## config.mk

```make
export PLATFORM = sky130hd
export DESIGN_NAME = vslide_sequencer
export DESIGN_NICKNAME = d
export VERILOG_FILES = /design/src/rtl/vslide_pkg.sv /design/src/rtl/vslide_sequencer.sv
export VERILOG_INCLUDE_DIRS = /design/src /design/src/rtl
export SDC_FILE = /design/constraint.sdc
export NUM_CORES = 1
export LEC_CHECK = 0
export BUFFER_PORTS_ARGS = -buffer_cell sky130_fd_sc_hd__buf_2
export CAP_MARGIN = 20
export CORE_AREA = 2 2 91 180
export CTS_CLUSTER_SIZE = 25
export DETAILED_ROUTE_END_ITERATION = 16
export DIE_AREA = 0 0 93 182
export PLACE_DENSITY = 0.7
export RECOVER_POWER = 25
export SLEW_MARGIN = 20
export SYNTH_ARGS = -nofsm -noshare
export SYNTH_HDL_FRONTEND = slang
export SYNTH_SLANG_ARGS = --single-unit
```

## constraint.sdc

```tcl
create_clock -name CLK -period 5.55 [get_ports CLK]
set_input_delay 0.555 -clock CLK [delete_from_list [all_inputs] [get_ports CLK]]
set_output_delay 0.555 -clock CLK [all_outputs]
set_load 0.03 [all_outputs]
```

## src/rtl/vslide_defines.svh

```systemverilog
// Sizing macros for the vector slide engine, included by the package and by every RTL file.
`ifndef VSLIDE_DEFINES_SVH
`define VSLIDE_DEFINES_SVH

// Elements handled per chunk and per micro-op.
`define VS_LANES 4

// Elements in one vector register.
`define VS_VLMAX 16

// Architectural vector registers.
`define VS_NUM_VREGS 8

// Host bus widths.
`define VS_AXI_ADDR_W 12
`define VS_AXI_DATA_W 32

`endif
```

## src/rtl/vslide_pkg.sv

```systemverilog
// Element, chunk, index and opcode types shared by the slide engine and its testbench.
`include "vslide_defines.svh"

package vslide_pkg;

    typedef logic [31:0] elem_t;

    // Lane 0 holds the lowest element index of the chunk.
    typedef elem_t chunk_t [`VS_LANES];

    typedef logic [`VS_LANES-1:0] lane_mask_t;    // Bit i writes lane i.

    typedef logic [$clog2(`VS_NUM_VREGS)-1:0] vreg_idx_t;
    typedef logic [$clog2(`VS_VLMAX/`VS_LANES)-1:0] chunk_idx_t;

    typedef logic [$clog2(`VS_VLMAX):0] vl_t;    // 0 to 16.
    typedef logic [4:0] offset_t;

    typedef enum logic [1:0] {
        SLIDE_UP    = 2'd0,
        SLIDE_DOWN  = 2'd1,
        SLIDE1_UP   = 2'd2,
        SLIDE1_DOWN = 2'd3
    } slide_op_e;

endpackage

```

## src/rtl/vslide_sequencer.sv

```systemverilog
// Slide sequencer, walks source chunks of one command and issues four chunk write-backs.
`include "vslide_defines.svh"

module vslide_sequencer
    import vslide_pkg::*;
(
    input  logic       CLK,
    input  logic       rst_n,
    input  logic       start,
    input  slide_op_e  op,
    input  vreg_idx_t  vd,
    input  vreg_idx_t  vs2,
    input  vl_t        vl,
    input  offset_t    offset,
    input  chunk_t     chunk_in,
    output logic       busy,
    output vreg_idx_t  src_idx,
    output chunk_idx_t src_chunk,
    output chunk_t     scratch,
    output chunk_idx_t uop_num,
    output logic       uop_first,
    output logic       uop_last,
    output logic       wr_en,
    output vreg_idx_t  wr_reg,
    output chunk_idx_t wr_chunk
);

    slide_op_e  op_q;
    vreg_idx_t  vd_q;
    vreg_idx_t  vs2_q;
    chunk_idx_t chunk_skip;    // Whole chunks moved by the slide.
    logic [2:0] step;          // 0 primes scratch, 1 to 4 are micro-ops.
    vl_t        last_elem;
    logic       slide_up;

    always_ff @(posedge CLK or negedge rst_n) begin
        if (!rst_n) begin
            busy       <= 1'b0;
            step       <= '0;
            op_q       <= SLIDE_UP;
            vd_q       <= '0;
            vs2_q      <= '0;
            chunk_skip <= '0;
        end else if (start) begin
            busy       <= 1'b1;
            step       <= '0;
            op_q       <= op;
            vd_q       <= vd;
            vs2_q      <= vs2;
            chunk_skip <= op[1] ? '0 : offset[3:2];    // Slide1 moves by one lane only.
        end else if (busy) begin
            step <= step + 3'd1;
            busy <= (step != 3'd4);
        end
    end

    // Previous source chunk, combined with the current one by the permutation unit.
    always_ff @(posedge CLK) begin
        if (busy) scratch <= chunk_in;
    end

    assign slide_up = (op_q == SLIDE_UP) || (op_q == SLIDE1_UP);

    // Up walks from the chunk below, down from the chunk above.
    // Indices past either end wrap; those lanes are masked or zeroed downstream.
    assign src_idx   = vs2_q;
    assign src_chunk = slide_up ? step[1:0] - 2'd1 - chunk_skip : step[1:0] + chunk_skip;

    assign uop_num   = chunk_idx_t'(step - 3'd1);
    assign wr_en     = busy && (step != 3'd0);
    assign uop_first = wr_en && (step == 3'd1);
    assign last_elem = vl - 1'b1;
    assign uop_last  = wr_en && (uop_num == last_elem[3:2]);    // Chunk that holds vl - 1.
    assign wr_reg    = vd_q;
    assign wr_chunk  = uop_num;

    a_busy_len: assert property (@(posedge CLK) disable iff (!rst_n)
        $rose(busy) |-> ##[1:5] !busy)
        else $error("Slide ran longer than five cycles.");

    // The host interface refuses commands while a slide runs.
    a_no_restart: assert property (@(posedge CLK) disable iff (!rst_n)
        start |-> !busy)
        else $error("Start arrived during a running slide.");

endmodule

```

==> key figures <==
Global route
  • Largest net degree at the start of global routing: between 50 and 60
  • Total grt overflow: 0
  • Vias in the first global route: ~3,000
  • Initial antenna violation count: 4
  • GRT Resource Usage Total: 0.1418
  • First-pass GRT wire length: between 15,000 and 20,000 µm

Detailed routing
  • Detail Route Antenna Nets: 0
  • Initial DRC count: between 40 and 50
  • Detailed Routing Iterations Pass 1: 4
  • Final wirelength: about 12,000 µm
  • DRC Markers: 0
  • Routed vias: 2,945
  • DR vias/cell: roughly 4.1
  • Wire per inst: 17.04 µm

Logic synthesis
  • Mapped Area: 4577 µm²
  • Sequential area share after synthesis: 0.9109
  • Cell count after synthesis: 190
  • Synth Register Bits: about 140
  • Synth unique cells: 23
  • Synthesis Warnings: 0
  • Post-Synthesis Mean Instance Area: ~24 µm²
  • Net count after synthesis: about 340

Finish
  • Largest register by flop count: scratch
  • Layout Cells excl Fill: 710
  • Layout cell share with drive strength beyond 1: 0.6496
  • Final instance area: about 6800 µm²
  • Area delta synth->final: 49.10%
  • Max reg flops: between 100 and 150
  • Layout Nets: about 650

STA
  • Setup-failing EPs final: 0
  • Setup TNS: 0 ps
  • Hold Slack: 176.1 ps
  • Minimum clock period: 2671 ps
  • Worst Tran Pin Value: between 700 and 800 ps
  • Max Fclk: roughly 0.37 GHz
  • RSZ-0062 raised after global routing: false
  • Post-route clock period utilization: 0.4812
  • Relative slew slack: 0.5110
  • Count of final hold-check violations: 0
  • Slew Limit Fails: 0
  • Clk_skew: 6.779 ps

Placement
  • Final Wtd Congestion: approximately 0.75
  • Post-DP HPWL: 9534 µm
  • Post-DP Area: about 6300 µm²
  • Placed insts: approximately 680
  • IO buf count: around 290

Pwr
  • Net Sw Power: about 770 µW
  • Internal: roughly 2000 µW
  • Flop pwr share: 0.461
  • Combinational power share: 0.153
  • Tot Pwr: roughly 2800 µW
  • Lkg Pwr: between 0.003 and 0.004 µW
  • Maximum VDD drop: ~200 µV
  • Clock share of power: 0.386
  • Switching Share: 0.2720
  • Pwr Density: ~410 nW/µm²

Clocking
  • Clock Pin Slew Worst Setup and Hold Paths: around 60 ps
  • Setup Buffers After CTS: 0
  • Worst-skew pair later-pin latency: roughly 410 ps
  • CTS buffer count: 17
  • Maximum buffer depth of the clock tree: 2
  • Clock Tree Root: clkbuf_16
  • # hold bufs at CTS: 0
  • CTS H-Tree Depth: 4
  • TritonCTS clock tree: yes
  • Num Clock Sinks: 141
  • Post-cts sizing count: 0

Flow run
  • Max cap viols: 0

Die
  • Area of the core: ~16,000 µm²
  • DIE AREA: roughly 17,000 µm²
  • Die width: around 93 µm
  • Top-Level Pins: just under 300
  • Initial Util: 0.2931
  • Die Ht: 182 µm
  • # rows: 65

Min path
  • HP Class: in -> async

Run status
  • Status: complete, no violations

Critical path
  • Crit start category: flop
  • Peak fanout along the critical path: 8
  • CP Data Required Time: between 4000 and 5000 ps
  • Worst EP arrival: about 2100 ps
  • Crit end category: output port
  • WS Path Type: reg -> out
[power groups by stage]
stage | logic [µW] | registers [µW] | clock network (µW)
floorplan | 88.0 | 1520 | 0
global placement | 435 | 1320 | 0
detailed placement | 437 | 1320 | 0
CTS | 438 | 1300 | 1130
global route | 458 | 1310 | 1170
finish | 433 | 1300 | 1090
[cell families (layout without fill, tap and decap cells)]
logic type                 after synthesis  in the layout  synth area share
DFF                                    141            141            0.9109
and+or+nand+nor                         11             11           0.01394
buffers and inverters                   11            329           0.01394
muxes                                    9              9           0.02324
AOI/OAI and AO/OA                        7              7           0.01285
xor gates and xnor gates                 6              6           0.01148
adders and majority gates                5              5           0.01367
other                                    0              1                 0
[cell type report]
type                    count  area [µm²]
fillers                  1461        8791
flip-flops and latches    141        4173
repair buffers            290        1455
clock buffers              19       432.9
multi-input cells          38       344.1
well taps                 201       251.5
clock inverters            13       138.9
inverters                   7       26.28
diodes                      1       2.502
[synth_stat cells (all sizes together)]
library cell  number  area, µm²
nand3b             2      15.01
nor3               1      5.000
nor2               3      11.26
mux2               7      86.33
nor4               1      6.260
buf                4      37.53
a21boi             1      18.77
a21o               1      8.760
dfrtp             13      325.3
xor2               2      17.52
ha                 5      62.56
nand2              2      7.510
edfxtp           128       3844
o21ai              4      20.02
o221a              1      11.26
xnor2              4      35.03
mux2i              2      20.02
inv                7      26.28
nor3b              1      12.51
and3               1      6.260
[stage by stage]
stage                     worst slack, ps  utilization
after global placement               3320       0.4003
after global routing                 2780       0.4369
after detailed placement             3311       0.4003
after CTS                            2848       0.4369
after floorplan                     776.4            -
final                                2879       0.4370
[metal layers]
layer  track usage  vias to the layer above  wire length [µm]
li1              -                     1343                 -
met1        0.1565                     1335              4606
met2        0.2212                      242              5526
met3       0.07676                       19              1725
met4       0.06882                        6               206
met5             0                        -                31
[cells in the final DEF (no fill, tap or decap), drive strengths merged]
cell        n
a21o        1
mux2i       2
nor3        1
nand3b      2
nor4        1
o21ai       4
nor3b       1
nor2        3
and3        1
clkinv      3
bufinv      2
inv        10
diode       1
xnor2       4
o221a       1
a21boi      1
ha          5
edfxtp    128
xor2        2
buf       289
clkbuf     20
dfrtp      13
nand2       2
clkinvlp    5
mux2        7
[final timing paths]
kind	slack [ps]	start	cells past startpoint	to
worst max-delay path	2880	step[0]	6	uop_last
worst min-delay path	180	rst_n	1	chunk_skip[1]
worst max register to register	3710	busy	1	scratch[18]
worst min register to register	510	wr_reg[0]	1	wr_reg[0]
max in group asynchronous	4840	rst_n	1	busy
min in group CLK	320	chunk_in[28]	1	scratch[28]
[worst max-delay path, cell delays in order (launching register included)]
cell and delay [ps]:
dfrtp_1 490, inv_1 150, ha_1 360, xor2_1 190, o21ai_1 90, o221a_1 240
buf_2 180
Power figures use the tool's default switching activity.
