**config.mk**
```make
export PLATFORM = sky130hd
export DESIGN_NAME = vslide_permutation_unit
export DESIGN_NICKNAME = d
export VERILOG_FILES = /design/src/rtl/vslide_pkg.sv /design/src/rtl/vslide_permutation_unit.sv
export VERILOG_INCLUDE_DIRS = /design/src /design/src/rtl
export SDC_FILE = /design/constraint.sdc
export NUM_CORES = 1
export LEC_CHECK = 0
export CORE_MARGIN = 1
export CORE_UTILIZATION = 30
export DETAILED_ROUTE_END_ITERATION = 10
export DONT_BUFFER_PORTS = 1
export PLACE_DENSITY_LB_ADDON = 0.25
export SETUP_SLACK_MARGIN = 0.2
export SYNTH_ARGS = -nofsm -noshare
export SYNTH_HDL_FRONTEND = slang
export SYNTH_SLANG_ARGS = --single-unit
```
**constraint.sdc**
```tcl
create_clock -name vclk -period 2.3
set_clock_uncertainty 0.1 [all_clocks]
set_input_delay 0 -clock vclk [all_inputs]
set_output_delay 0 -clock vclk [all_outputs]
set_load 0.1 [all_outputs]
```
**src/rtl/vslide_defines.svh**
```systemverilog
// Sizing macros for the vector slide engine, included by the package and by every RTL file.
`ifndef VSLIDE_DEFINES_SVH
`define VSLIDE_DEFINES_SVH

// Elements handled per chunk and per micro-op.
`define VS_LANES 4

// Elements in one vector register.
`define VS_VLMAX 16

// Architectural vector registers.
`define VS_NUM_VREGS 8

// Host bus widths.
`define VS_AXI_ADDR_W 12
`define VS_AXI_DATA_W 32

`endif
```
**src/rtl/vslide_pkg.sv**
```systemverilog
// Element, chunk, index and opcode types shared by the slide engine and its testbench.
`include "vslide_defines.svh"

package vslide_pkg;

    typedef logic [31:0] elem_t;

    // Lane 0 holds the lowest element index of the chunk.
    typedef elem_t chunk_t [`VS_LANES];

    typedef logic [`VS_LANES-1:0] lane_mask_t;    // Bit i writes lane i.

    typedef logic [$clog2(`VS_NUM_VREGS)-1:0] vreg_idx_t;
    typedef logic [$clog2(`VS_VLMAX/`VS_LANES)-1:0] chunk_idx_t;

    typedef logic [$clog2(`VS_VLMAX):0] vl_t;    // 0 to 16.
    typedef logic [4:0] offset_t;

    typedef enum logic [1:0] {
        SLIDE_UP    = 2'd0,
        SLIDE_DOWN  = 2'd1,
        SLIDE1_UP   = 2'd2,
        SLIDE1_DOWN = 2'd3
    } slide_op_e;

endpackage

```
**src/rtl/vslide_permutation_unit.sv**
```systemverilog
// Combinational permutation unit, forms one destination chunk and its lane write mask.
`include "vslide_defines.svh"

module vslide_permutation_unit
    import vslide_pkg::*;
(
    input  slide_op_e  op,
    input  chunk_idx_t uop_num,
    input  logic       uop_first,
    input  logic       uop_last,
    input  chunk_t     vs2_chunk,
    input  chunk_t     scratch,
    input  elem_t      rs1,
    input  offset_t    offset,
    input  vl_t        vl,
    output chunk_t     chunk_out,
    output lane_mask_t mask_out
);

    logic    slide_up;
    offset_t slide_amt;    // Elements moved, one for the slide1 forms.
    vl_t     last_idx;

    assign slide_up  = (op == SLIDE_UP) || (op == SLIDE1_UP);
    assign slide_amt = op[1] ? offset_t'(1) : offset;
    assign last_idx  = vl - 1'b1;

    always_comb begin
        logic [1:0] lane;
        logic [3:0] idx;
        for (int j = 0; j < `VS_LANES; j++) begin
            idx = {uop_num, 2'(j)};    // Destination element index.
            if (slide_up) begin
                // Low lanes come from the tail of the previous chunk.
                lane         = 2'(j) - slide_amt[1:0];
                chunk_out[j] = (2'(j) >= slide_amt[1:0]) ? vs2_chunk[lane] : scratch[lane];
                mask_out[j]  = (op == SLIDE1_UP) || ({1'b0, idx} >= slide_amt);
            end else begin
                lane         = 2'(j) + slide_amt[1:0];
                chunk_out[j] = (3'(j) + 3'(slide_amt[1:0]) < 3'(`VS_LANES)) ?
                               scratch[lane] : vs2_chunk[lane];
                if (6'(idx) + 6'(slide_amt) >= 6'(`VS_VLMAX)) begin
                    chunk_out[j] = '0;    // Source lies past the register.
                end
                mask_out[j]  = 1'b1;
            end

            if (op == SLIDE1_UP && uop_first && j == 0) begin
                chunk_out[j] = rs1;
            end
            if (op == SLIDE1_DOWN && uop_last && 2'(j) == last_idx[1:0]) begin
                chunk_out[j] = rs1;    // Scalar goes into element vl - 1.
            end

            // Tail at vl and above stays undisturbed.
            mask_out[j] = mask_out[j] && ({1'b0, idx} < vl);
        end
    end

endmodule

```
==> results of run 1 <==
power by group through the flow:
| stage | clock network [mW] | logic (mW) | registers, mW |
|---|---|---|---|
| 2_1_floorplan | 0 | 5.73 | 0 |
| 3_3_place_gp | 0 | 8.14 | 0 |
| 3_5_place_dp | 0 | 8.18 | 0 |
| 4_1_cts | 0 | 8.33 | 0 |
| 5_1_grt | 0 | 8.63 | 0 |
| 6_report | 0 | 8.37 | 0 |
layout make-up:
| cell class | count | area (um^2) | share of cell area (%) |
|---|---|---|---|
| inverter | 14 | 65.1 | 0.402 |
| tap | 461 | 577 | 3.57 |
| timing repair buffer | 201 | 3610 | 22.3 |
| multi-input combinational | 1297 | 11900 | 73.7 |
layout by cell type, fill, tap and decap left out, types with 64 or more instances in the layout:
cell type and instances:
buf_12 166, nor2_1 131, mux2_2 104, mux2i_1 132, nand3_1 120, mux4_2 65
a21oi_4 66, o32a_1 64, nand2_1 147, o22ai_1 129
logic make-up (layout without fill, tap and decap cells):
kind of cell | count (synthesis) | count (layout) | share of synthesized area, %
buffers and inverters | 179 | 215 | 9.53
and+or+nand+nor | 487 | 489 | 19.3
adders and majority gates | 14 | 14 | 1.69
muxes | 326 | 326 | 39.8
AOI/OAI and AO/OA | 468 | 468 | 29.7
routing by layer:
metal	wire [um]	share of wire [%]
met5	0	0
met4	2210	3.9
met3	5960	11
met2	27400	49
met1	20500	37
worst min path at each step:
stage | start | end | slack [ns]
5_1_grt | op[0] | chunk_out[62] | 0.19
6_report | op[0] | chunk_out[62] | 0.20
3_5_place_dp | op[0] | chunk_out[62] | 0.19
2_1_floorplan | vl[4] | mask_out[0] | 0.22
4_1_cts | op[0] | chunk_out[62] | 0.20
3_3_place_gp | op[0] | chunk_out[62] | 0.20
stage by stage:
stage | hold WS [ns] | power, mW | area [um^2] | setup TNS [ns]
CTS | 0.198 | 8.33 | 16100 | -25.56
finish | 0.202 | 8.37 | 16200 | -27.70
floorplan | 0.217 | 5.73 | 12800 | -49.34
global route | 0.193 | 8.63 | 16200 | -35.15
detailed placement | 0.194 | 8.18 | 15900 | -20.83
global placement | 0.204 | 8.14 | 15900 | -20.02
what timing repair did:
action | 4_1_cts | 5_1_grt
pin swaps | 23 | 6
buffers inserted | 5 | 1
gates cloned | 3 | 0
endpoints found under the setup margin | 128 | 128
endpoints found under the hold margin | 0 | 0
gates resized for setup | 49 | 8
==> results.json, run 1 <==
{
  "regArea_um2": 0,
  "ys.warnings.count": 0,
  "yosysMostFrequentCell": "nand2_1",
  "wl_per_cell_um": 28.4,
  "num_io_pins": 436,
  "fmax_mhz": 387,
  "clkbuf_count": 0,
  "dpl.cell_count": 1964,
  "grt_pass1_vias": 13700,
  "violations": "negative setup slack",
  "synth_area_leaders": "mux4_2, mux2i_1, mux2_2, o22ai_1, a31oi_1",
  "path_buf_inv": 5,
  "p_sw_share_pct": 62.0,
  "gr-usage-met2_pct": 50.9,
  "cp.required_ns": 2.20,
  "final-max-slew-violation-count": 0,
  "crit_type": "primary input to primary output",
  "cp_cell_sequence": "nand2b_4 -> inv_4 -> ha_4 -> inv_2 -> fa_2 -> or3b_4 -> buf_4 -> a21oi_4 -> o31ai_4 -> buf_12 -> o32a_1 -> a21oi_4 -> buf_12",
  "track_usage_pct": 29.0,
  "grt_pass1_wl_um": 82900,
  "synth.top_cells.by_count": "nand2_1, nor2_1, mux2i_1",
  "crit_path_start_kind": "primary input",
  "wl_um": 56100,
  "core-area_mm2": 0.0356,
  "netSwitchingPower_mw": 5.19,
  "hpwlAfterDp_um": 39000,
  "synth_nets": 1792,
  "fill_cells": 3322,
  "overflow": 0,
  "die_x_um": 192,
  "synth_area_mm2": 0.0108,
  "crit_start": "op[1]",
  "finalCriticalPeriod_ns": 2.58,
  "busiest_layer": "met2",
  "final_cells": 1973,
  "gp_congestion": 0.920,
  "whs_path_depth": 2,
  "cp_num_cells": 13,
  "cpLargestDelayFamily": "compound AO/OA/AOI/OAI gates",
  "place_ws_ns": -0.268,
  "yosysTopAreaCellShare_pct": 13.5,
  "fin_crit_sh_pct": 112,
  "slew_headroom_pct": 21.9,
  "vias": 13700,
  "ys_types": 51,
  "pwr-share-clk_pct": 0,
  "hold_buffers": 0,
  "p_int_mw": 3.18,
  "hold_violations": 0,
  "grt_util_met3_pct": 6.16,
  "detail-route-antenna-nets": 0,
  "end_kind": "primary output",
  "n_antenna_cell": 0,
  "holdCritPathClass": "primary input to primary output",
  "final_util_pct": 45.5,
  "syn_avg_cell_area_um2": 7.34,
  "sequential_cell_total": 0,
  "status": "complete, but fails checks",
  "vdd_drop_max_mv": 0.467,
  "use_met1_pct": 34.6,
  "nets": 1832,
  "worst_slew_pin_slew_ns": 1.17,
  "combinationalPowerShare_pct": 100.0,
  "avgViaCountPerCell": 6.94,
  "layout-area-overhead-vs-synth_pct": 49.5,
  "p_seq_share_pct": 0,
  "start_util_pct": 30.4,
  "critPathSlowestCell": "or3b_4",
  "power_density_mw_per_mm2": 517,
  "crit_end": "chunk_out[11]",
  "synth_seq_area_share_pct": 0,
  "crit_fanout": 15,
  "grt_max_degree": 136,
  "setup_slack_ns": -0.284,
  "num_rows": 69,
  "drive_gt1_share_pct": 40.3,
  "drc_errors": 0,
  "drtIter0Drc": 1257,
  "maxCapViolCount": 0,
  "die-area_mm2": 0.0368,
  "rsz0062_at_grt": "true",
  "p_leak_nw": 5.80,
  "max_stage_delay_ns": 0.39,
  "dr.pass1.iters": 6,
  "crit_arrival_ns": 2.48,
  "antenna_found_initial": 0,
  "synthCells": 1474,
  "synth_area_leader_cell": "mux4_2",
  "io_buffer_count": 0,
  "setup_viol": 128,
  "die_h_um": 192
}
No activity file was read; power rests on OpenSTA's default activity.
==> run 2, diff against run 1 <==
- PLACE_DENSITY_LB_ADDON: 0.25 -> 0.1
==> run 2 against run 1 <==
Compared with the run above: the run still ends with negative setup slack left; worst setup slack improved by 0.022 ns; utilization grew 1.2 points; global-route usage grew 1.7 points; cell count grew 1.5%; total power rose by 1.9%; largest power group unchanged; highest routed layer unchanged.
==> results.json, run 2 (same netlist as run 1, synthesis figures left out) <==
{
  "hold_violations": 0,
  "overflow": 0,
  "worst_slew_pin_slew_ns": 1.32,
  "slew_headroom_pct": 12.1,
  "regArea_um2": 0,
  "hpwlAfterDp_um": 41600,
  "crit_path_start_kind": "primary input",
  "die_h_um": 192,
  "cp.required_ns": 2.20,
  "antenna_found_initial": 0,
  "grt_max_degree": 136,
  "gp_congestion": 0.891,
  "n_antenna_cell": 0,
  "nets": 1862,
  "dr.pass1.iters": 5,
  "grt_pass1_vias": 13600,
  "vdd_drop_max_mv": 0.429,
  "layout-area-overhead-vs-synth_pct": 53.4,
  "crit_fanout": 11,
  "grt_pass1_wl_um": 86500,
  "setup_viol": 116,
  "num_rows": 69,
  "fmax_mhz": 390,
  "clkbuf_count": 0,
  "hold_buffers": 0,
  "io_buffer_count": 0,
  "min-delay-start": "op[0]",
  "start_util_pct": 30.4,
  "drtIter0Drc": 1201,
  "crit_type": "primary input to primary output",
  "finalCriticalPeriod_ns": 2.56,
  "p_leak_nw": 5.98,
  "crit_start": "op[1]",
  "die_x_um": 192,
  "final_common_cell": "buf_12",
  "maxCapViolCount": 0,
  "fin_tns_setup_ns": -18.61,
  "holdCritPathClass": "primary input to primary output",
  "end_kind": "primary output",
  "fin_crit_sh_pct": 111,
  "setup_slack_ns": -0.262,
  "drive_gt1_share_pct": 42.2,
  "wl_per_cell_um": 29.7,
  "final_util_pct": 46.7,
  "wl_um": 59500,
  "final-max-slew-violation-count": 0,
  "power_density_mw_per_mm2": 514,
  "num_io_pins": 436,
  "status": "complete, but fails checks",
  "vias": 13800,
  "core-area_mm2": 0.0356,
  "crit_arrival_ns": 2.46,
  "track_usage_pct": 30.7,
  "violations": "negative setup slack",
  "rsz0062_at_grt": "true",
  "most-common-layout-cells": "buf_12, nand2_1, mux2i_1, nor2_1, o22ai_1",
  "sequential_cell_total": 0,
  "avgViaCountPerCell": 6.89,
  "drc_errors": 0,
  "detail-route-antenna-nets": 0,
  "die-area_mm2": 0.0368
}
[run 2: per-stage QoR]
step,power [mW],instance area [um^2],setup WS [ns],cells,hold WS (ns)
final,8.53,16600,-0.262,2003,0.220
after global routing,8.79,16600,-0.324,2003,0.213
after CTS,8.47,16500,-0.276,2001,0.194
after detailed placement,8.31,16200,-0.402,1992,0.195
after global placement,8.30,16200,-0.342,1992,0.192
after floorplan,5.73,12800,-0.486,1474,0.217
[run 2: critical path: stages]
cell and delay, ns:
nand2b_4 0.13, inv_4 0.06, ha_4 0.12, inv_2 0.04, fa_2 0.35, or3b_4 0.42
or3_4 0.35, a21boi_4 0.19, buf_12 0.14, buf_12 0.16, nand2_1 0.11, a31oi_4 0.19
buf_12 0.19
[run 2: area by class of cell]
type               count  area [um^2]
multi-input cells   1295        11900
well taps            461          577
repair buffers       233         4080
inverters             14         65.1
fillers             3329        19000
[run 2: what timing repair did]
| item | CTS | global route |
|---|---|---|
| resized for setup | 49 | 23 |
| pin swaps | 27 | 24 |
| setup endpoints to repair | 128 | 128 |
| buffers inserted | 6 | 0 |
| gates cloned | 3 | 2 |
[run 2: path summary, 6_finish.rpt]
check	to	slack, ns	depth (start not counted)
max	chunk_out[110]	-0.26	13
min	chunk_out[62]	0.22	2
[run 2: routing by layer]
layer  global-route usage (%)  share of wire [%]  vias to the layer above
met5                        0                  0                        -
met4                     9.19                3.0                        0
li1                         -                  -                     5989
met3                     6.69                 11                      128
met1                     39.5                 39                     6754
met2                     50.7                 47                      934
[run 2: power by group]
group	total [mW]	internal [mW]	switching, mW
clock	0	0	0
combinational	8.53	3.28	5.25
sequential	0	0	0
total	8.53	3.28	5.25
==> run 3, diff against run 2 <==
- SETUP_SLACK_MARGIN: 0.2 -> default
==> run 3 against run 2 <==
Compared with the run above: the run still ends with negative setup slack left; die area unchanged; routed wire length decreased by 0.24%; flip-flop and latch count stayed put; largest power group unchanged.
==> results.json, run 3 (same netlist as run 1, synthesis figures left out) <==
{
  "die_h_um": 192,
  "rsz0062_at_grt": "true",
  "fmax_mhz": 390,
  "track_usage_pct": 30.6,
  "overflow": 0,
  "drtIter0Drc": 1091,
  "power_density_mw_per_mm2": 513,
  "maxCapViolCount": 0,
  "final_common_cell": "buf_12",
  "num_rows": 69,
  "violations": "negative setup slack",
  "dr.pass1.iters": 5,
  "nets": 1861,
  "wl_um": 59300,
  "gp_congestion": 0.891,
  "slew_headroom_pct": 12.0,
  "layout-area-overhead-vs-synth_pct": 52.9,
  "cp.required_ns": 2.20,
  "crit_type": "primary input to primary output",
  "final-max-slew-violation-count": 0,
  "most-common-layout-cells": "buf_12, nand2_1, mux2i_1, nor2_1, o22ai_1",
  "setup_slack_ns": -0.262,
  "fin_crit_sh_pct": 111,
  "drc_errors": 0,
  "clkbuf_count": 0,
  "finalCriticalPeriod_ns": 2.56,
  "setup_viol": 103,
  "p_leak_nw": 5.95,
  "die-area_mm2": 0.0368,
  "hold_buffers": 0,
  "core-area_mm2": 0.0356,
  "grt_max_degree": 136,
  "avgViaCountPerCell": 6.88,
  "wl_per_cell_um": 29.6,
  "antenna_found_initial": 0,
  "status": "complete, but fails checks",
  "final_cells": 2003,
  "crit_path_start_kind": "primary input",
  "grt_pass1_vias": 13600,
  "start_util_pct": 30.4,
  "num_io_pins": 436,
  "crit_arrival_ns": 2.46,
  "dpl.cell_count": 1992,
  "drive_gt1_share_pct": 41.7,
  "place_ws_ns": -0.402,
  "crit_fanout": 11,
  "vias": 13800,
  "io_buffer_count": 0,
  "grt_pass1_wl_um": 86300,
  "hold_violations": 0,
  "worst_slew_pin_slew_ns": 1.32,
  "die_x_um": 192,
  "sequential_cell_total": 0,
  "regArea_um2": 0,
  "vdd_drop_max_mv": 0.429,
  "detail-route-antenna-nets": 0,
  "end_kind": "primary output",
  "fin_tns_setup_ns": -18.30,
  "hpwlAfterDp_um": 41600,
  "holdCritPathClass": "primary input to primary output"
}
-- run 3: worst paths after layout --
path	start	endpoint	slack, ns	depth (start not counted)
worst max-delay path	op[1]	chunk_out[110]	-0.26	13
worst min-delay path	op[0]	chunk_out[62]	0.22	2
-- run 3: worst max-delay path: stages --
cell,delay [ns]
nand2b_4,0.13
inv_4,0.06
ha_4,0.12
inv_2,0.04
fa_2,0.35
or3b_4,0.42
or3_4,0.35
a21boi_4,0.18
buf_12,0.14
buf_12,0.16
nand2_1,0.11
a31oi_4,0.19
buf_12,0.19
-- run 3: power breakdown --
group / total [mW] / switching, mW / leakage, nW / internal [mW]
sequential: 0 / 0 / 0 / 0
combinational: 8.49 / 5.23 / 5.95 / 3.26
clock: 0.0000000581 / 0 / 0.00000634 / 0.0000000581
total: 8.49 / 5.23 / 5.95 / 3.26
-- run 3: layout make-up --
| class | instances | area (um^2) |
|---|---|---|
| Antenna cell | 1 | 2.50 |
| Fill cell | 3338 | 19000 |
| Inverter | 14 | 65.1 |
| Multi-Input combinational cell | 1295 | 11900 |
| Tap cell | 461 | 577 |
| Timing Repair Buffer | 232 | 4030 |
-- run 3: layer usage --
layer,share of wire (%),track usage (%),vias to the layer above,routed length [um]
met2,47,50.7,928,27600
met1,39,39.5,6734,23400
met3,11,6.56,135,6520
met4,3.0,9.07,0,1780
met5,0,0,-,0
li1,-,-,5978,-
-- run 3: timing repair --
item | CTS | global route
buffers inserted | 4 | 4
gates cloned | 3 | 2
pin swaps | 21 | 28
endpoints found under the setup margin | 105 | 128
resized for setup | 27 | 44
-- run 3: metrics by stage --
stage	power, mW	utilization [%]	cell area, um^2	hold WS, ns
2_1_floorplan	5.73	-	12800	0.217
3_3_place_gp	8.30	45.6	16200	0.192
3_5_place_dp	8.31	45.6	16200	0.195
4_1_cts	8.43	46.1	16400	0.194
5_1_grt	8.75	46.5	16500	0.213
6_report	8.49	46.5	16500	0.220
