$ cat config.mk
export PLATFORM = sky130hd
export DESIGN_NAME = vslide_axil_regs
export DESIGN_NICKNAME = d
export VERILOG_FILES = /design/src/rtl/vslide_pkg.sv /design/src/rtl/vslide_axil_regs.sv
export VERILOG_INCLUDE_DIRS = /design/src /design/src/rtl
export SDC_FILE = /design/constraint.sdc
export NUM_CORES = 1
export LEC_CHECK = 0
export BUFFER_PORTS_ARGS = -buffer_cell sky130_fd_sc_hd__buf_2
export CORE_MARGIN = 1
export CORE_UTILIZATION = 39
export CTS_BUF_LIST = sky130_fd_sc_hd__clkbuf_4 sky130_fd_sc_hd__clkbuf_8 sky130_fd_sc_hd__clkbuf_16
export DETAILED_ROUTE_END_ITERATION = 10
export PLACE_DENSITY = 0.84
export SETUP_SLACK_MARGIN = 0.05
export SYNTH_ARGS = -nofsm -noshare
export SYNTH_HDL_FRONTEND = slang
export SYNTH_SLANG_ARGS = --single-unit
$ cat constraint.sdc
create_clock -name CLK -period 1.5 [get_ports CLK]
set_input_delay 0.075 -clock CLK [delete_from_list [all_inputs] [get_ports CLK]]
set_output_delay 0.075 -clock CLK [all_outputs]
set_load 0.02 [all_outputs]
$ cat src/rtl/vslide_defines.svh
// Sizing macros for the vector slide engine, included by the package and by every RTL file.
`ifndef VSLIDE_DEFINES_SVH
`define VSLIDE_DEFINES_SVH

// Elements handled per chunk and per micro-op.
`define VS_LANES 4

// Elements in one vector register.
`define VS_VLMAX 16

// Architectural vector registers.
`define VS_NUM_VREGS 8

// Host bus widths.
`define VS_AXI_ADDR_W 12
`define VS_AXI_DATA_W 32

`endif
$ cat src/rtl/vslide_pkg.sv
// Element, chunk, index and opcode types shared by the slide engine and its testbench.
`include "vslide_defines.svh"

package vslide_pkg;

    typedef logic [31:0] elem_t;

    // Lane 0 holds the lowest element index of the chunk.
    typedef elem_t chunk_t [`VS_LANES];

    typedef logic [`VS_LANES-1:0] lane_mask_t;    // Bit i writes lane i.

    typedef logic [$clog2(`VS_NUM_VREGS)-1:0] vreg_idx_t;
    typedef logic [$clog2(`VS_VLMAX/`VS_LANES)-1:0] chunk_idx_t;

    typedef logic [$clog2(`VS_VLMAX):0] vl_t;    // 0 to 16.
    typedef logic [4:0] offset_t;

    typedef enum logic [1:0] {
        SLIDE_UP    = 2'd0,
        SLIDE_DOWN  = 2'd1,
        SLIDE1_UP   = 2'd2,
        SLIDE1_DOWN = 2'd3
    } slide_op_e;

endpackage

$ cat src/rtl/vslide_axil_regs.sv
// AXI4-Lite slave of the slide engine that holds the command registers and the element window.
`include "vslide_defines.svh"

module vslide_axil_regs
    import vslide_pkg::*;
(
    input  logic                        CLK,
    input  logic                        rst_n,
    input  logic [`VS_AXI_ADDR_W-1:0]   awaddr,
    input  logic                        awvalid,
    output logic                        awready,
    input  logic [`VS_AXI_DATA_W-1:0]   wdata,
    input  logic [`VS_AXI_DATA_W/8-1:0] wstrb,
    input  logic                        wvalid,
    output logic                        wready,
    output logic [1:0]                  bresp,
    output logic                        bvalid,
    input  logic                        bready,
    input  logic [`VS_AXI_ADDR_W-1:0]   araddr,
    input  logic                        arvalid,
    output logic                        arready,
    output logic [`VS_AXI_DATA_W-1:0]   rdata,
    output logic [1:0]                  rresp,
    output logic                        rvalid,
    input  logic                        rready,
    input  logic                        busy,
    input  elem_t                       elem_rdata,
    output logic                        start,
    output slide_op_e                   op,
    output vreg_idx_t                   vd,
    output vreg_idx_t                   vs2,
    output vl_t                         vl,
    output offset_t                     offset,
    output elem_t                       rs1,
    output logic                        elem_we,
    output logic [6:0]                  elem_addr,
    output elem_t                       elem_wdata
);

    localparam logic [`VS_AXI_ADDR_W-1:0] ADDR_CMD    = 'h000;
    localparam logic [`VS_AXI_ADDR_W-1:0] ADDR_VL     = 'h004;
    localparam logic [`VS_AXI_ADDR_W-1:0] ADDR_OFFSET = 'h008;
    localparam logic [`VS_AXI_ADDR_W-1:0] ADDR_RS1    = 'h00C;
    localparam logic [`VS_AXI_ADDR_W-1:0] ADDR_STATUS = 'h010;

    localparam logic [1:0] RESP_OKAY   = 2'b00;
    localparam logic [1:0] RESP_SLVERR = 2'b10;

    logic wr_hs;     // Write address and data accepted this cycle.
    logic rd_hs;
    logic wr_win;
    logic rd_win;
    logic cmd_ok;

    assign wr_hs  = awready;
    assign wready = awready;    // Both channels are taken together.

    // Window covers 0x200 to 0x3FC.
    assign wr_win = (awaddr[`VS_AXI_ADDR_W-1:9] == 'd1);
    assign rd_win = (araddr[`VS_AXI_ADDR_W-1:9] == 'd1);

    assign cmd_ok = !busy && (wdata[6:4] != wdata[10:8]);

    // The element port is shared, so a read waits out a write handshake.
    assign arready = !rvalid && !awready;
    assign rd_hs   = arvalid && arready;

    assign elem_we    = wr_hs && wr_win && !busy;
    assign elem_addr  = wr_hs ? awaddr[8:2] : araddr[8:2];    // {vreg, element}.
    assign elem_wdata = wdata;

    always_ff @(posedge CLK or negedge rst_n) begin
        if (!rst_n) begin
            awready <= 1'b0;
            bvalid  <= 1'b0;
            bresp   <= RESP_OKAY;
            rvalid  <= 1'b0;
            rresp   <= RESP_OKAY;
            rdata   <= '0;
            start   <= 1'b0;
            op      <= SLIDE_UP;
            vd      <= '0;
            vs2     <= '0;
            vl      <= '0;
            offset  <= '0;
            rs1     <= '0;
        end else begin
            start   <= 1'b0;
            awready <= awvalid && wvalid && !bvalid && !awready;    // One-cycle pulse.

            if (bvalid && bready) bvalid <= 1'b0;
            if (rvalid && rready) rvalid <= 1'b0;

            if (wr_hs) begin
                bvalid <= 1'b1;
                bresp  <= RESP_OKAY;
                case (awaddr)
                    ADDR_CMD: begin
                        if (cmd_ok) begin
                            start <= 1'b1;
                            op    <= slide_op_e'(wdata[1:0]);
                            vd    <= wdata[6:4];
                            vs2   <= wdata[10:8];
                        end else begin
                            bresp <= RESP_SLVERR;    // Busy or vd overlaps vs2.
                        end
                    end
                    ADDR_VL:     vl     <= (wdata > `VS_VLMAX) ? vl_t'(`VS_VLMAX) : vl_t'(wdata);
                    ADDR_OFFSET: offset <= wdata[4:0];
                    ADDR_RS1:    rs1    <= wdata;
                    default: begin
                        if (!wr_win || busy) bresp <= RESP_SLVERR;
                    end
                endcase
            end

            if (rd_hs) begin
                rvalid <= 1'b1;
                rresp  <= RESP_OKAY;
                case (araddr)
                    ADDR_VL:     rdata <= 32'(vl);
                    ADDR_OFFSET: rdata <= 32'(offset);
                    ADDR_RS1:    rdata <= rs1;
                    ADDR_STATUS: rdata <= 32'(busy);
                    default: begin
                        rdata <= rd_win ? elem_rdata : '0;
                        if (!rd_win) rresp <= RESP_SLVERR;    // CMD reads land here too.
                    end
                endcase
            end
        end
    end

    // The response code holds with bvalid until the master takes it.
    a_bvalid_hold: assert property (@(posedge CLK) disable iff (!rst_n)
        bvalid && !bready |=> bvalid && $stable(bresp))
        else $error("Write response withdrawn or changed before bready.");

    // Only full-word writes are supported.
    a_full_strobe: assert property (@(posedge CLK) disable iff (!rst_n)
        wr_hs |-> (wstrb == '1))
        else $error("Partial write strobe on the host bus.");

endmodule

==> flow_metrics.tcl, run 1 <==
set metrics [dict create \
    status "finished, violations left" \
    violations "negative setup slack" \
    yosys.area.top_type "dfrtp_1" \
    design.core.area_mm2 0.0109 \
    synth_cells 339 \
    io_buffers 225 \
    grtUsageMet3 0.0362 \
    grt_pass1_vias 3766 \
    cts_buffer_depth 2 \
    routedWlPerCell_um 18.2 \
    grt_pass1_wl_um 19600 \
    clkTransAtPathRegs_ns 0.09 \
    die-area_mm2 0.0117 \
    drive_above_1_share 0.609 \
    dp_slack_ns -0.304 \
    period_share 1.02 \
    insertion_delay_ns 0.35 \
    max_freq_ghz 0.652 \
    die_x_um 108 \
    ff_latch_area_mm2 0.00220 \
    leakage_nw 3.56 \
    hold_class "input port to register" \
    crit_type "register to register" \
    final_util 0.577 \
    avgSynthCellArea_um2 12.9 \
    maxSlewViolCount 0 \
    slowest_stage "dfrtp_2" \
    cts_buffers 9 \
    yosysWarnings 0 \
    drc_errors 0 \
    grt_max_degree 89 \
    hpwl_um 9750 \
    num_vias 3941 \
    worstPathRequired_ns 1.73 \
    use_met1 0.268 \
    place.gp.congestion 0.843 \
    synth_area_leaders "dfrtp_1, mux2_4, mux2_2" \
    worst_clock_skew_ns 0.0137 \
    viasPerCell 5.35 \
    synth_edf_count 0 \
    ant_nets 0 \
    syn_area_mm2 0.00438 \
    antennaDiodeCount 0 \
    htree_num_levels 3 \
    path_cells "nor2_2 -> buf_4 -> nand2_1 -> buf_12 -> a221o_1" \
    clock-root-buffer "clkbuf_8" \
    rsz0062_at_grt "yes" \
    fillers 883 \
    tritoncts "done" \
    r2r_cells 5 \
    drt_iter0_drc 282 \
    die_h_um 108 \
    crit_fanout 22 \
    arrival_ns 1.76 \
    grt_antenna_before_repair 0 \
    overflow 0 \
    ios 232 \
    first_pass_iters 4 \
    period_needed_ns 1.53 \
    max_cap_viol_count 0 \
    synthFlopType "dfrtp_1" \
    synth-async-reset-ratio 1.00 \
    design_area_mm2 0.00628 \
    hold_viol_final 0 \
    clock-sinks 88 \
    min_delay_path_depth 3 \
    floorplan.initialDensity 0.402 \
    busiest_layer "met2" \
    dpl_cell_area_mm2 0.00572 \
    ir_drop_v 0.000453 \
    powerDensity_mw_per_mm2 837 \
    multi_input_comb_area_mm2 0.00189 \
    grt_use_total 0.222 \
    wl_um 13400 \
    synth-seq-area-share 0.503 \
    crit_path_end_kind "register" \
    met2_usage 0.397 \
    finalSetupViolations 19 \
    critPathLaunchType "register" \
    syn_to_final_growth_pct 43.4 \
    setup_slack_ns -0.0340 \
    yosysUniqueCellTypes 44 \
    critPathMaxStageDelay_ns 0.47 \
    ys_ff_latch 88 \
    num-nets-final 691 \
    row_count 38 \
    synth_top_cell_area_share 0.503 \
]
## cells by family after synthesis
kind of cell / synth area share
XOR/XNOR: 0.00800
AND/OR/NAND/NOR: 0.123
flip-flops: 0.503
AO/OA/AOI/OAI: 0.101
buffers and inverters: 0.0895
multiplexers: 0.175
other: 0.000857
## placed cells by master (no fill, tap or decap), drive strengths merged, types with 5 or more instances in the layout
cell,instances
a221o,27
nor2,12
inv,5
dfrtp,88
nor4,9
and3,27
dlygate4sd3,26
nand2,6
or4,5
clkbuf,11
mux2,57
buf,268
## worst max-delay path: cells and delay by family (launching register included)
family	cells	cell delay, ns
buffers and inverters	2	0.30
AND/OR/NAND/NOR	2	0.25
AO/OA/AOI/OAI	1	0.38
flip-flops	1	0.47
## worst paths after layout
kind                              to  slack, ns     start
min in group asynchronous  rdata[23]       0.29     rst_n
setup / recovery           rdata[10]      -0.03   awready
setup reg to reg           rdata[10]      -0.03   awready
hold / removal                 vl[1]       0.01  wdata[1]
max in group asynchronous    awready       0.83     rst_n
hold reg to reg             rresp[1]       0.48  rresp[1]
## sequential cells by signal, summed over array words and instances (netlist names)
signal	cells
rdata	32
rs1	32
offset	5
vl	5
vd	3
vs2	3
op	2
awready	1
bresp	1
bvalid	1
rresp	1
rvalid	1
start	1
## cell usage after synthesis (all sizes together) (5+ instances only)
cell type	count
nor4	9
buf	42
mux2	57
and3	27
nor2	12
dfrtp	88
nand2	6
or4	5
clkbuf	12
a221o	27
## routing by layer
metal  wire length (um)  up-vias
li1                   -     1740
met1               5490     1967
met2               6910      212
met3                781       22
met4                239        0
met5                  0        -
## through the flow
stage	cells	hold slack [ns]	setup TNS, ns	power, mW
CTS	736	0.00279	-0.776	5.27
floorplan	340	-0.221	-11.59	3.17
detailed placement	691	0.149	-18.60	3.67
finish	736	0.0148	-0.283	5.25
global placement	691	0.140	-17.43	3.64
global route	736	0.00630	-3.21	5.51
## where the power goes
part           switching [mW]  total, mW  internal (mW)
Combinational           0.674       1.16          0.487
Clock                   0.858       1.54          0.678
Sequential             0.0707       2.56           2.49
## timing repair
| item | CTS | global route |
|---|---|---|
| pin swaps | 1 | 1 |
| hold endpoints to repair | 112 | 0 |
| gates resized for setup | 9 | 11 |
| setup endpoints to repair | 64 | 90 |
| hold buffers | 26 | 0 |
| gates cloned | 0 | 0 |
| setup buffers | 3 | 0 |
## layout make-up
type,count,area share
clock buffer,11,0.0231
clock inverter,5,0.00658
inverter,4,0.00239
multi-input combinational,194,0.302
sequential,88,0.351
tap,140,0.0279
timing repair buffer,294,0.287
(Power assumes the default switching activity.)
==> run 2: changes to the inputs <==
- RECOVER_POWER: default -> 50
==> run 2 against run 1 <==
Net effect:
- register-to-register slack about the same
- global-route usage did not move
- routed wire length up 0.35%
- critical path depth unchanged
- via count shrank 0.79%
- critical endpoint unchanged
- clock skew increased by 0.00081 ns
- count of clock-buffer cells in the layout unchanged
- final cell count did not move
- first-iteration DRC count rose by 11%
- cell area down 0.74%
- utilization fell by 0.43 points
- the run still ends with negative setup slack left
==> flow_metrics.tcl, run 2 (synthesis results as in run 1) <==
set metrics [dict create \
    grt_antenna_before_repair 0 \
    design.core.area_mm2 0.0109 \
    powerDensity_mw_per_mm2 841 \
    io_buffers 225 \
    grt_max_degree 89 \
    grt_pass1_vias 3766 \
    r2r_slack_ns -0.04 \
    period_share 1.02 \
    layout_commonest_cell "buf_2" \
    cts_buffers 9 \
    ios 232 \
    crit_fanout 22 \
    die_x_um 108 \
    place.gp.congestion 0.843 \
    tritoncts "done" \
    fillers 906 \
    setup_slack_ns -0.0358 \
    num_vias 3910 \
    overflow 0 \
    ff_latch_area_mm2 0.00220 \
    routedWlPerCell_um 18.3 \
    power_frac_clock 0.294 \
    reg2reg_to "rdata[10]" \
    grt_use_total 0.222 \
    clock-root-buffer "clkbuf_8" \
    htree_num_levels 3 \
    clkTransAtPathRegs_ns 0.09 \
    r2r-start "awready" \
    min_delay_path_depth 3 \
    final_cell_mix "buf_2, dfrtp_1, mux2_4" \
    power.switching_mw 1.61 \
    antennaDiodeCount 0 \
    min-delay-start "wdata[1]" \
    drt_iter0_drc 313 \
    relSlewSlack 0.260 \
    multi_input_comb_area_mm2 0.00189 \
    die-area_mm2 0.0117 \
    grt_pass1_wl_um 19600 \
    internal_power_mw 3.63 \
    min_to "vl[1]" \
    worst_pin_slew_ns 1.11 \
    critPathLaunchType "register" \
    ant_nets 0 \
    insertion_delay_ns 0.35 \
    seqPwrFrac 0.488 \
    hold_slack_ns 0.0161 \
    drc_errors 0 \
    syn_to_final_growth_pct 42.3 \
    clock-sinks 88 \
    p_comb_frac 0.218 \
    finalSetupViolations 21 \
    hold_viol_final 0 \
    maxSlewViolCount 0 \
    worst_clock_skew_ns 0.0145 \
    final.setup.tns_ns -0.278 \
    violations "negative setup slack" \
    viasPerCell 5.31 \
    switching_share 0.307 \
    floorplan.initialDensity 0.402 \
    top_regs "rdata x32, rs1 x32" \
    crit_path_end_kind "register" \
    rsz0062_at_grt "yes" \
    r2r_cells 5 \
    die_h_um 108 \
    ir_drop_v 0.000456 \
    num-nets-final 691 \
    worstPathRequired_ns 1.73 \
    status "finished, violations left" \
    crit_type "register to register" \
    max_freq_ghz 0.651 \
    hold_class "input port to register" \
    drive_above_1_share 0.564 \
    max_cap_viol_count 0 \
    cts_buffer_depth 2 \
    leakage_nw 3.47 \
    hpwl_um 9750 \
    period_needed_ns 1.54 \
    first_pass_iters 4 \
    arrival_ns 1.77 \
    row_count 38 \
    wl_um 13500 \
]
-- run 2: worst max-delay path, cell delays in order (launching register included) --
cell and delay, ns:
dfrtp_2 0.47, nor2_2 0.16, buf_4 0.13, nand2_1 0.09
buf_12 0.17, a221o_1 0.38
-- run 2: area by class of cell --
class / instances / share of cell area
inverters: 4 / 0.00241
flip-flops and latches: 88 / 0.354
clock buffers: 11 / 0.0233
clock inverters: 5 / 0.00663
repair buffers: 294 / 0.282
well taps: 140 / 0.0281
multi-input cells: 194 / 0.304
-- run 2: routing by layer --
| layer | vias up | GRT usage | part of all wire |
|---|---|---|---|
| met5 | - | 0 | 0 |
| met4 | 0 | 0.0841 | 0.018 |
| met3 | 22 | 0.0362 | 0.052 |
| met2 | 201 | 0.397 | 0.51 |
| met1 | 1945 | 0.268 | 0.42 |
| li1 | 1742 | - | - |
-- run 2: metrics by stage --
step           area, um2  instances   util  power [mW]  setup slack (ns)
2_1_floorplan       4420        340      -        3.17            -0.189
3_3_place_gp        5720        691  0.525        3.64            -0.266
3_5_place_dp        5720        691  0.525        3.67            -0.304
4_1_cts             6220        736  0.571        5.27           -0.0488
5_1_grt             6230        736  0.572        5.49            -0.136
6_report            6230        736  0.572        5.24           -0.0358
-- run 2: power groups by stage --
stage               Combinational, mW  Sequential (mW)  Clock [mW]
floorplan                       0.422             2.75           0
global placement                 1.04             2.60           0
detailed placement               1.07             2.60           0
CTS                              1.14             2.56        1.58
global route                     1.22             2.57        1.70
finish                           1.14             2.56        1.54
-- run 2: worst max path at each step --
stage	startpoint	to	slack [ns]
final	awready	rdata[10]	-0.04
after global routing	awready	rdata[3]	-0.14
after CTS	awready	elem_addr[5]	-0.05
after detailed placement	awaddr[8]	vs2[2]	-0.30
after global placement	awaddr[8]	offset[0]	-0.27
after floorplan	awaddr[8]	offset[0]	-0.19
-- run 2: repair_timing --
| item | in CTS | in global routing |
|---|---|---|
| pin swaps | 1 | 1 |
| setup endpoints to repair | 64 | 90 |
| hold endpoints to repair | 112 | 0 |
| gates resized for setup | 9 | 11 |
| hold buffers | 26 | 0 |
| setup buffers | 3 | 0 |
==> run 3: changes to the inputs <==
- CAP_MARGIN: default -> 15
- SETUP_SLACK_MARGIN: 0.05 -> 0.15
==> run 3 against run 2 <==
Net effect:
- the run still ends with negative setup slack left
- largest power group unchanged
- sequential cell count unchanged
- critical path type unchanged
- utilization is 1.2 points higher
- via count rose by 0.72%
- critical path depth is the same
- sequential share of layout area is 0.74 points lower
- setup slack got worse by 0.044 ns
- non-clock buffer count rose by 2
- count of clock-buffer cells in the layout shrank 2
- final cell count grew 0.27%
- register-to-register slack got worse by 0.04 ns
- largest cell class unchanged
- die area did not move
==> flow_metrics.tcl, run 3 (synthesis results as in run 1) <==
set metrics [dict create \
    status "finished, violations left" \
    violations "negative setup slack" \
    critPathMaxStageDelay_ns 0.50 \
    die_h_um 108 \
    grt_max_degree 89 \
    overflow 0 \
    layout_commonest_cell "buf_2" \
    r2r_cells 5 \
    top_regs "rdata x32, rs1 x32" \
    powerDensity_mw_per_mm2 826 \
    drt_iter0_drc 243 \
    min_delay_path_depth 3 \
    arrival_ns 1.80 \
    fillers 917 \
    r2r_slack_ns -0.08 \
    ios 232 \
    floorplan.initialDensity 0.402 \
    relSlewSlack 0.282 \
    critPathBufInv 1 \
    drc_errors 0 \
    die-area_mm2 0.0117 \
    syn_to_final_growth_pct 45.4 \
    hold_class "input port to register" \
    reg2reg_to "rdata[26]" \
    final_cell_mix "buf_2, dfrtp_1, mux2_4" \
    cts_buffers 9 \
    io_buffers 225 \
    die_x_um 108 \
    max_cap_viol_count 0 \
    slowest_stage "dfrtp_2" \
    period_share 1.05 \
    period_needed_ns 1.58 \
    worstPathRequired_ns 1.72 \
    critPathLaunch "awready" \
    r2r-start "awready" \
    htree_num_levels 3 \
    row_count 38 \
    finalSetupViolations 72 \
    min-delay-start "elem_rdata[0]" \
    insertion_delay_ns 0.34 \
    ant_nets 0 \
    critPathLaunchType "register" \
    grt_pass1_wl_um 19600 \
    antennaDiodeCount 0 \
    hold_viol_final 0 \
    ff_latch_area_mm2 0.00220 \
    routedWlPerCell_um 18.6 \
    wl_um 13700 \
    multi_input_comb_area_mm2 0.00192 \
    worst_clock_skew_ns 0.00981 \
    num_vias 3938 \
    rsz0062_at_grt "yes" \
    place.gp.congestion 0.817 \
    maxSlewViolCount 0 \
    crit_path_end_kind "register" \
    crit_family "flip-flops" \
    clkTransAtPathRegs_ns 0.09 \
    min_to "rdata[0]" \
    setup_slack_ns -0.0801 \
    hold_slack_ns 0.0204 \
    worst_pin_slew_ns 1.08 \
    grt_use_total 0.224 \
    max_freq_ghz 0.633 \
    viasPerCell 5.34 \
    clock-sinks 88 \
    drive_above_1_share 0.567 \
    first_pass_iters 4 \
    grt_pass1_vias 3755 \
    crit_type "register to register" \
    path_cells "nor2_2 -> and2_4 -> and4_4 -> buf_12 -> a221o_1" \
    ir_drop_v 0.000394 \
    hpwl_um 9510 \
    grt_antenna_before_repair 0 \
    fin_total_pwr_mw 5.26 \
    tritoncts "done" \
    num-nets-final 693 \
    design.core.area_mm2 0.0109 \
    cts_buffer_depth 2 \
    dp_slack_ns -0.313 \
    crit_fanout 27 \
    leakage_nw 3.55 \
    clock-root-buffer "clkbuf_8" \
]
[run 3: worst min-delay path: cells and delay by family]
family / cells / cell delay, ns
AOI/OAI and AO/OA: 2 / 0.18
buffers and inverters: 1 / 0.08
[run 3: stage by stage]
step	instances	setup TNS, ns	util	instance area [um2]
2_1_floorplan	340	-11.60	-	4420
3_3_place_gp	692	-17.48	0.527	5740
3_5_place_dp	692	-19.44	0.527	5740
4_1_cts	735	-1.79	0.575	6260
5_1_grt	738	-6.06	0.585	6360
6_report	738	-2.43	0.585	6360
[run 3: worst max-delay path by stage]
stage	endpoint	slack, ns	depth (start not counted)
2_1_floorplan	offset[0]	-0.19	5
3_3_place_gp	offset[0]	-0.27	6
3_5_place_dp	vd[2]	-0.31	6
4_1_cts	elem_addr[3]	-0.09	3
5_1_grt	rdata[15]	-0.11	5
6_report	rdata[26]	-0.08	5
[run 3: report_power, final]
| part | switching, mW | internal (mW) | total [mW] |
|---|---|---|---|
| Sequential | 0.0709 | 2.49 | 2.56 |
| Combinational | 0.688 | 0.523 | 1.21 |
| Clock | 0.869 | 0.620 | 1.49 |
| Total | 1.63 | 3.63 | 5.26 |
[run 3: area by class of cell]
class,count,area share
inverter,4,0.00236
clock buffer,9,0.0195
tap,140,0.0275
timing repair buffer,296,0.295
multi-input combinational,194,0.301
clock inverter,7,0.00826
sequential,88,0.346
[run 3: repair_timing]
action,4_1_cts,5_1_grt
setup endpoints to repair,94,96
endpoints found under the hold margin,110,0
buffers inserted,2,2
cloned,1,1
gates resized for setup,17,30
pin swaps,1,0
hold buffers,24,0
[run 3: metal layers]
layer | track usage | vias to the layer above | share of wire
li1 | - | 1754 | -
met1 | 0.271 | 1947 | 0.40
met2 | 0.400 | 217 | 0.51
met3 | 0.0416 | 20 | 0.072
met4 | 0.0744 | 0 | 0.015
met5 | 0 | - | 0
